[config.mk]
export PLATFORM = sky130hd
export DESIGN_NAME = n_clic_top
export DESIGN_NICKNAME = d
export VERILOG_FILES = /design/src/source/config_pkg.sv /design/src/source/decoder_pkg.sv /design/src/source/clic_arbiter.sv /design/src/source/clic_csr_decode.sv /design/src/source/clic_source.sv /design/src/source/n_clic_top.sv
export SDC_FILE = /design/constraint.sdc
export NUM_CORES = 1
export LEC_CHECK = 0
export ABC_CLOCK_PERIOD_IN_PS = 15250
export CORE_MARGIN = 5
export CORE_UTILIZATION = 45
export CTS_CLUSTER_SIZE = 25
export DETAILED_ROUTE_END_ITERATION = 10
export DONT_BUFFER_PORTS = 1
export PLACE_DENSITY = 0.61
export SLEW_MARGIN = 10
export SYNTH_ARGS = -nofsm -noshare
export SYNTH_HDL_FRONTEND = slang
export SYNTH_SLANG_ARGS = --single-unit
export TNS_END_PERCENT = 30
[constraint.sdc]
create_clock -name clk -period 15.25 [get_ports clk]
set_input_delay 0.7625 -clock clk [delete_from_list [all_inputs] [get_ports clk]]
set_output_delay 0.7625 -clock clk [all_outputs]
set_load 0.05 [all_outputs]
[src/source/config_pkg.sv]
// shared sizes, types and CSR map of the interrupt controller, referenced by scoped names
package config_pkg;

  // data path
  typedef logic [31:0] word;

  // instruction address space
  localparam int IMemAddrWidth = 16;
  typedef logic [IMemAddrWidth-1:0] IMemAddrT;

  // instruction fields seen by the controller
  typedef logic [11:0] CsrAddrT;
  typedef logic [4:0] r;

  // priority and level, 0 is idle and never fires
  localparam int PrioWidth = 3;
  typedef logic [PrioWidth-1:0] PrioT;

  // CSR map
  // vector table base, word aligned
  localparam CsrAddrT ClicBaseAddr = 12'hb00;
  // a write here returns from the current interrupt
  localparam CsrAddrT ClicRetAddr = 12'hb01;
  // source i sits at ClicSrcBaseAddr + i
  localparam CsrAddrT ClicSrcBaseAddr = 12'hb10;

  // source CSR layout
  localparam int SrcPendBit = 0;
  localparam int SrcEnBit = 1;
  localparam int SrcPrioLsb = 2;

endpackage

[src/source/decoder_pkg.sv]
// encodings shared between the core decoder and the interrupt controller
package decoder_pkg;

  // CSR operations, values follow the funct3 field
  typedef enum logic [2:0] {
    CSRRW  = 3'b001,
    CSRRS  = 3'b010,
    CSRRC  = 3'b011,
    CSRRWI = 3'b101,
    CSRRSI = 3'b110,
    CSRRCI = 3'b111
  } csr_op_t;

  // select of the pc interrupt mux
  typedef enum logic {
    PC_NORMAL    = 1'b0,
    PC_INTERRUPT = 1'b1
  } pc_interrupt_mux_t;

endpackage

[src/source/clic_arbiter.sv]
// picks the winning source, compares it with the level, redirects the pc and keeps the return stack
`timescale 1ns/1ps

module clic_arbiter #(
  parameter int NumSources = 8,
  parameter int StackDepth = 7
) (
  input  logic                                  clk,
  input  logic                                  rst_n,
  input  logic [NumSources-1:0]                 req,
  input  config_pkg::PrioT [NumSources-1:0]     prio,
  input  config_pkg::IMemAddrT                  vec_base,
  input  logic                                  ret_strobe,
  input  config_pkg::IMemAddrT                  pc_in,
  output logic [NumSources-1:0]                 take,
  output config_pkg::IMemAddrT                  int_addr,
  output decoder_pkg::pc_interrupt_mux_t        pc_interrupt_sel,
  output config_pkg::PrioT                      level_out,
  output logic                                  interrupt_out
);

  localparam int IdxWidth = (NumSources > 1) ? $clog2(NumSources) : 1;
  localparam int DepthWidth = $clog2(StackDepth + 1);

  logic [IdxWidth-1:0]   win_idx;
  config_pkg::PrioT      win_prio;
  logic                  fire;
  logic                  full;
  logic                  empty;
  logic [DepthWidth-1:0] depth;
  logic [DepthWidth-1:0] top;

  // saved pc and level per nesting step
  config_pkg::IMemAddrT pc_stack  [StackDepth];
  config_pkg::PrioT     lvl_stack [StackDepth];

  // highest priority wins
  // strict compare keeps the lowest index on a tie
  // a request always has nonzero priority, so win_prio stays 0 when idle
  always_comb begin
    win_idx  = '0;
    win_prio = '0;
    for (int i = 0; i < NumSources; i++) begin
      if (req[i] && (prio[i] > win_prio)) begin
        win_idx  = IdxWidth'(i);
        win_prio = prio[i];
      end
    end
  end

  assign full  = (depth == DepthWidth'(StackDepth));
  assign empty = (depth == '0);
  assign top   = empty ? '0 : depth - 1'b1;

  // return has priority over a new take
  assign fire = !ret_strobe && !full && (win_prio > level_out);

  always_comb begin
    for (int i = 0; i < NumSources; i++) begin
      take[i] = fire && (win_idx == IdxWidth'(i));
    end
  end

  assign interrupt_out = fire;
  assign pc_interrupt_sel = (ret_strobe || fire) ? decoder_pkg::PC_INTERRUPT
                                                 : decoder_pkg::PC_NORMAL;

  // one vector word per source
  always_comb begin
    if (ret_strobe) begin
      int_addr = pc_stack[top];
    end else begin
      int_addr = vec_base + config_pkg::IMemAddrT'({win_idx, 2'b00});
    end
  end

  // depth and current level
  always_ff @(posedge clk) begin
    if (!rst_n) begin
      depth     <= '0;
      level_out <= '0;
    end else if (ret_strobe) begin
      if (!empty) begin
        depth     <= depth - 1'b1;
        level_out <= lvl_stack[top];
      end
    end else if (fire) begin
      depth     <= depth + 1'b1;
      level_out <= win_prio;
    end
  end

  // push the interrupted pc and the level it ran at
  always_ff @(posedge clk) begin
    if (fire) begin
      pc_stack[depth]  <= pc_in;
      lvl_stack[depth] <= level_out;
    end
  end

  // every return needs an earlier take still on the stack
  assert property (@(posedge clk) disable iff (!rst_n) ret_strobe |-> !empty)
    else $error("clic_arbiter: return with empty stack");

  // a push grows the stack without wrapping past its depth
  assert property (@(posedge clk) disable iff (!rst_n)
    fire |=> (depth > $past(depth)) && (depth <= DepthWidth'(StackDepth)))
    else $error("clic_arbiter: push into full stack");

  // a take reaches exactly one source
  assert property (@(posedge clk) disable iff (!rst_n) $onehot0(take))
    else $error("clic_arbiter: take not one-hot");

endmodule

[src/source/clic_csr_decode.sv]
// CSR front end of the interrupt controller: address decode, write value, vector base, read mux
`timescale 1ns/1ps

module clic_csr_decode #(
  parameter int NumSources = 8
) (
  input  logic                                            clk,
  input  logic                                            rst_n,
  input  logic                                            csr_enable,
  input  config_pkg::CsrAddrT                             csr_addr,
  input  decoder_pkg::csr_op_t                            csr_op,
  input  config_pkg::r                                    rs1_zimm,
  input  config_pkg::word                                 rs1_data,
  input  logic [NumSources-1:0][config_pkg::PrioWidth+1:0] src_rdata,
  output config_pkg::word                                 csr_out,
  output logic [NumSources-1:0]                           src_we,
  output logic [config_pkg::PrioWidth+1:0]                src_wdata,
  output config_pkg::IMemAddrT                            vec_base,
  output logic                                            ret_strobe
);

  logic                  hit_base;
  logic                  hit_ret;
  logic [NumSources-1:0] src_sel;
  config_pkg::word       old_val;
  config_pkg::word       operand;
  config_pkg::word       new_val;

  assign hit_base = (csr_addr == config_pkg::ClicBaseAddr);
  assign hit_ret  = (csr_addr == config_pkg::ClicRetAddr);

  // one address compare per source CSR
  always_comb begin
    for (int i = 0; i < NumSources; i++) begin
      src_sel[i] = (csr_addr == config_pkg::CsrAddrT'(config_pkg::ClicSrcBaseAddr + i));
    end
  end

  // old value of the addressed register
  // return address and unmapped CSRs read as zero
  always_comb begin
    old_val = '0;
    if (hit_base) begin
      old_val = 32'(vec_base);
    end
    for (int i = 0; i < NumSources; i++) begin
      if (src_sel[i]) begin
        old_val = 32'(src_rdata[i]);
      end
    end
  end

  assign csr_out = old_val;

  // immediate forms take zimm zero-extended
  always_comb begin
    case (csr_op)
      decoder_pkg::CSRRWI, decoder_pkg::CSRRSI, decoder_pkg::CSRRCI: operand = 32'(rs1_zimm);
      default: operand = rs1_data;
    endcase
  end

  always_comb begin
    case (csr_op)
      decoder_pkg::CSRRW, decoder_pkg::CSRRWI: new_val = operand;
      decoder_pkg::CSRRS, decoder_pkg::CSRRSI: new_val = old_val | operand;
      decoder_pkg::CSRRC, decoder_pkg::CSRRCI: new_val = old_val & ~operand;
      default: new_val = old_val;
    endcase
  end

  // source writes share one data bus
  assign src_we     = src_sel & {NumSources{csr_enable}};
  assign src_wdata  = new_val[config_pkg::PrioWidth+1:0];
  assign ret_strobe = csr_enable & hit_ret;

  // vector table base, low two bits kept zero
  always_ff @(posedge clk) begin
    if (!rst_n) begin
      vec_base <= '0;
    end else if (csr_enable && hit_base) begin
      vec_base <= {new_val[config_pkg::IMemAddrWidth-1:2], 2'b00};
    end
  end

  // source CSR addresses must not alias each other
  assert property (@(posedge clk) disable iff (!rst_n) $onehot0(src_we))
    else $error("clic_csr_decode: more than one source CSR written");

endmodule

[src/source/clic_source.sv]
// one interrupt source: irq edge detect plus pending, enable and priority CSR state
`timescale 1ns/1ps

module clic_source (
  input  logic                             clk,
  input  logic                             rst_n,
  input  logic                             irq,
  input  logic                             we,
  input  logic [config_pkg::PrioWidth+1:0] wdata,
  input  logic                             take,
  output logic [config_pkg::PrioWidth+1:0] rdata,
  output logic                             req,
  output config_pkg::PrioT                 prio
);

  // irq_s is the current sample, irq_q the one before
  logic irq_s;
  logic irq_q;
  logic irq_rise;
  logic pending;
  logic enable;

  assign irq_rise = irq_s & ~irq_q;

  // write replaces everything, an edge beats a take
  always_ff @(posedge clk) begin
    if (!rst_n) begin
      irq_s   <= 1'b0;
      irq_q   <= 1'b0;
      pending <= 1'b0;
      enable  <= 1'b0;
      prio    <= '0;
    end else begin
      irq_s <= irq;
      irq_q <= irq_s;
      if (we) begin
        pending <= wdata[config_pkg::SrcPendBit];
        enable  <= wdata[config_pkg::SrcEnBit];
        prio    <= wdata[config_pkg::SrcPrioLsb +: config_pkg::PrioWidth];
      end else if (irq_rise) begin
        pending <= 1'b1;
      end else if (take) begin
        pending <= 1'b0;
      end
    end
  end

  always_comb begin
    rdata = '0;
    rdata[config_pkg::SrcPendBit] = pending;
    rdata[config_pkg::SrcEnBit] = enable;
    rdata[config_pkg::SrcPrioLsb +: config_pkg::PrioWidth] = prio;
  end

  // priority 0 never requests
  assign req = pending & enable & (prio != '0);

  // the arbiter may only take a live request
  assert property (@(posedge clk) disable iff (!rst_n) take |-> req)
    else $error("clic_source: take without request");

endmodule

[src/source/n_clic_top.sv]
// top level of the standalone interrupt controller, CSR decode, sources and arbiter wired together
`timescale 1ns/1ps

module n_clic_top #(
  parameter int NumSources = 8,
  parameter int StackDepth = 7
) (
  input  logic                           clk,
  input  logic                           rst_n,
  input  logic [NumSources-1:0]          irq,
  input  logic                           csr_enable,
  input  config_pkg::CsrAddrT            csr_addr,
  input  config_pkg::r                   rs1_zimm,
  input  config_pkg::word                rs1_data,
  input  decoder_pkg::csr_op_t           csr_op,
  input  config_pkg::IMemAddrT           pc_in,
  output config_pkg::word                csr_out,
  output config_pkg::IMemAddrT           int_addr,
  output decoder_pkg::pc_interrupt_mux_t pc_interrupt_sel,
  output config_pkg::PrioT               level_out,
  output logic                           interrupt_out
);

  // decode to sources
  logic [NumSources-1:0]                            src_we;
  logic [config_pkg::PrioWidth+1:0]                 src_wdata;
  logic [NumSources-1:0][config_pkg::PrioWidth+1:0] src_rdata;

  // sources to arbiter and back
  logic [NumSources-1:0]             req;
  config_pkg::PrioT [NumSources-1:0] prio;
  logic [NumSources-1:0]             take;

  // decode to arbiter
  config_pkg::IMemAddrT vec_base;
  logic                 ret_strobe;

  clic_csr_decode #(
    .NumSources(NumSources)
  ) clic_csr_decode (
    .clk,
    .rst_n,
    .csr_enable,
    .csr_addr,
    .csr_op,
    .rs1_zimm,
    .rs1_data,
    .src_rdata,
    .csr_out,
    .src_we,
    .src_wdata,
    .vec_base,
    .ret_strobe
  );

  for (genvar i = 0; i < NumSources; i++) begin : g_src
    clic_source clic_source (
      .clk,
      .rst_n,
      .irq(irq[i]),
      .we(src_we[i]),
      .wdata(src_wdata),
      .take(take[i]),
      .rdata(src_rdata[i]),
      .req(req[i]),
      .prio(prio[i])
    );
  end

  clic_arbiter #(
    .NumSources(NumSources),
    .StackDepth(StackDepth)
  ) clic_arbiter (
    .clk,
    .rst_n,
    .req,
    .prio,
    .vec_base,
    .ret_strobe,
    .pc_in,
    .take,
    .int_addr,
    .pc_interrupt_sel,
    .level_out,
    .interrupt_out
  );

endmodule

==> flow_summary_export.csv <==
group,metric,value,unit
sta,tns,0,ns
logic_synthesis,synth-edff-count,133,
placed_design,routabilityCongestion,0.821,
sta,hold_slack,0.336,ns
die,dieWidth,162,um
sta,max_freq,70.0,MHz
setup_path,crit_path_frequent_cell,"ha_1",
logic_synthesis,synth_area_leaders,"edfxtp_1 (38%), dfxtp_1 (15%), a21oi_1 (4.6%), mux4_2 (4.3%), nor2_1 (3.8%)",
logic_synthesis,async_flop_share,0,%
setup_path,max_stage_delay,0.87,ns
logic_synthesis,synth_largest_area_cell,"edfxtp_1",
die,fp.dieArea,26400,um^2
grt,grt_pass1_wl,39900,um
sta,rsz0062_at_grt,"no",
final_layout,fin_nets,1072,
power,powerDensity,103,nW/um^2
sta,finalHoldViolCount,0,
power,p_leak,3.81,nW
clock_network,cts_root_buf,"clkbuf_16",
final_layout,stdcell_count,1299,
power,total_power,0.00118,W
die,die_y,162,um
routing,wl,25600,um
setup_path,reg2reg_depth,57,
logic_synthesis,synth-main-ff-cell,"edfxtp_1",
routing,drt-pass1-iter-count,7,
die,start_util,45.9,%
logic_synthesis,yosys_warnings,0,
sta,relSlewSlack,17.3,%
min_path,hp-class,"in2reg",
die,io_pins,132,
routing,drtIter0Drc,680,
sta,min_period_over_period,93.7,%
clock_network,hold_buffers,0,
final_layout,final_cell_mix,"edfxtp_1 (133), nor2_1 (105), a21oi_1 (94), nand2_1 (76), dfxtp_1 (76)",
clock_network,clk_pin_slew,0.06,ns
sta,skew,0.0101,ns
clock_network,clock_path_buffers,3,
clock_network,cts_buffers,23,
clock_network,h-tree-depth,1,
final_layout,final_common_cell,"edfxtp_1",
setup_path,critPathKind,"reg2out",
sta,layout_min_cycle_time,14.29,ns
final_layout,drive_gt1_share,11.2,%
clock_network,postCtsSetupBuffers,0,
routing,wl_per_cell,19.7,um
sta,setup_violations,0,
logic_synthesis,syn_avg_cell_area,10.6,um^2
clock_network,cts_tree,"yes",
grt,grtUsageTotal,19.0,%
setup_path,start_kind,"register",
placed_design,dp_hpwl,17600,um
job,drv_cap,0,
grt,grt_pass1_vias,7067,
setup_path,cpMaxStageDelayCell,"a21oi_1",
logic_synthesis,synth_area,10500,um^2
logic_synthesis,ys_ff_latch,209,
sta,slew_viol_final,0,
logic_synthesis,synth_cell_types,86,
run_status,status,"complete, no violations",
clock_network,ctsResizeCount,0,
routing,ant_nets,0,
placed_design,port-buffer-count,0,
final_layout,areaGrowthSynthToFinish,9.55,%
setup_path,crit_fanout,13,
logic_synthesis,synth_top_area_share,38.2,%
clock_network,cts_num_sinks,209,
min_path,hold_depth,0,
setup_path,setup.worst_path.end_class,"output pin",
die,rows,55,
routing,vias_per_cell,5.75,
grt,grt_antenna_before_repair,2,
logic_synthesis,syn_inst,983,
sta,worst-slew-pin-transition,1.23,ns
grt,grt_remaining_overflow,0,
clock_network,clkLatencyLatePin,0.52,ns
power,ir_worst_vdd,85.8,uV
setup_path,required,14.49,ns
routing,vias,7471,
setup_path,cp.arrival,13.52,ns
die,core_area,22800,um^2
logic_synthesis,seq_area_frac_synth,52.8,%
placed_design,dp_cells,1258,
routing,drc,0,
grt,grt_max_degree,55,
## layout make-up
cell class,count,area [um^2]
clock inverters,11,72.6
repair buffers,15,113
well taps,313,392
clock buffers,29,619
flip-flops and latches,209,5520
multi-input cells,690,4620
inverters,31,116
diodes,1,2.50
fillers,2049,11300
## path summary, 6_finish.rpt
path / start / end / slack [ns]
setup / recovery: g_src[0].clic_source.pending / int_addr[11] / 0.96
hold / removal: pc_in[15] / clic_arbiter.pc_stack[5][15] / 0.34
setup reg to reg: g_src[0].clic_source.pending / clic_arbiter.lvl_stack[1][1] / 1.67
hold reg to reg: g_src[7].clic_source.irq_s / g_src[7].clic_source.irq_q / 0.43
## power by group
part	total (W)	switching, W	leakage, nW	internal [W]
sequential	0.000607	0.00000382	1.84	0.000604
combinational	0.0000586	0.0000383	1.64	0.0000203
clock	0.000513	0.000223	0.332	0.000289
total	0.00118	0.000265	3.81	0.000913
## layer usage
metal / vias up / GRT usage [%] / part of all wire, %
met4: 2 / 4.50 / 1.9
li1: 3598 / - / -
met5: - / 0 / 0.051
met1: 3609 / 27.0 / 45
met3: 30 / 4.58 / 8.0
met2: 232 / 29.6 / 45
## Yosys cell counts (all sizes together) (4+ instances only)
master  instances
ha             22
nand2b          4
and3           14
a31oi          11
dfxtp          76
nor2          110
inv            31
xor2            6
xnor2           8
clkbuf         41
buf            27
o311ai          5
nand2          77
mux4           20
nand3          21
nor2b          12
a211oi         45
mux2            7
a22oi           6
and2           33
mux2i          28
nor3           19
o211ai          7
nor4            5
a21oi          99
edfxtp        133
o21ai          57
## flip-flops by register name (all words and copies together) (netlist names)
| signal | flops |
|---|---|
| clic_arbiter.depth | 3 |
| clic_arbiter.level_out | 3 |
| clic_arbiter.lvl_stack | 21 |
| clic_arbiter.pc_stack | 112 |
| clic_csr_decode.vec_base | 14 |
| g_src.clic_source.enable | 8 |
| g_src.clic_source.irq_q | 8 |
| g_src.clic_source.irq_s | 8 |
| g_src.clic_source.pending | 8 |
| g_src.clic_source.prio | 24 |
## worst max-delay path, delay by kind of cell (launching register included)
kind	cells	cell delay (ns)
flops	1	0.47
simple gates	17	2.56
buf+inv	3	0.38
mux	3	1.01
xor+xnor	1	0.13
compound gates	24	5.66
fa+ha+maj	9	2.79
## cell families after synthesis
kind of cell,share of synthesized area [%]
AOI/OAI and AO/OA,17.0
xor gates and xnor gates,1.17
adders and majority gates,2.92
buffers and inverters,4.23
DFF,52.8
muxes,7.97
other,0.0359
and+or+nand+nor,13.9
## stage by stage
step / instance area [um^2] / setup WS, ns / utilization, %
after floorplan: 10500 / 3.16 / -
after global placement: 10700 / 1.58 / 47.2
after detailed placement: 10700 / 1.38 / 47.2
after CTS: 11400 / 0.785 / 50.2
after global routing: 11400 / 0.0409 / 50.2
final: 11400 / 0.964 / 50.3
Power figures use the tool's default switching activity.
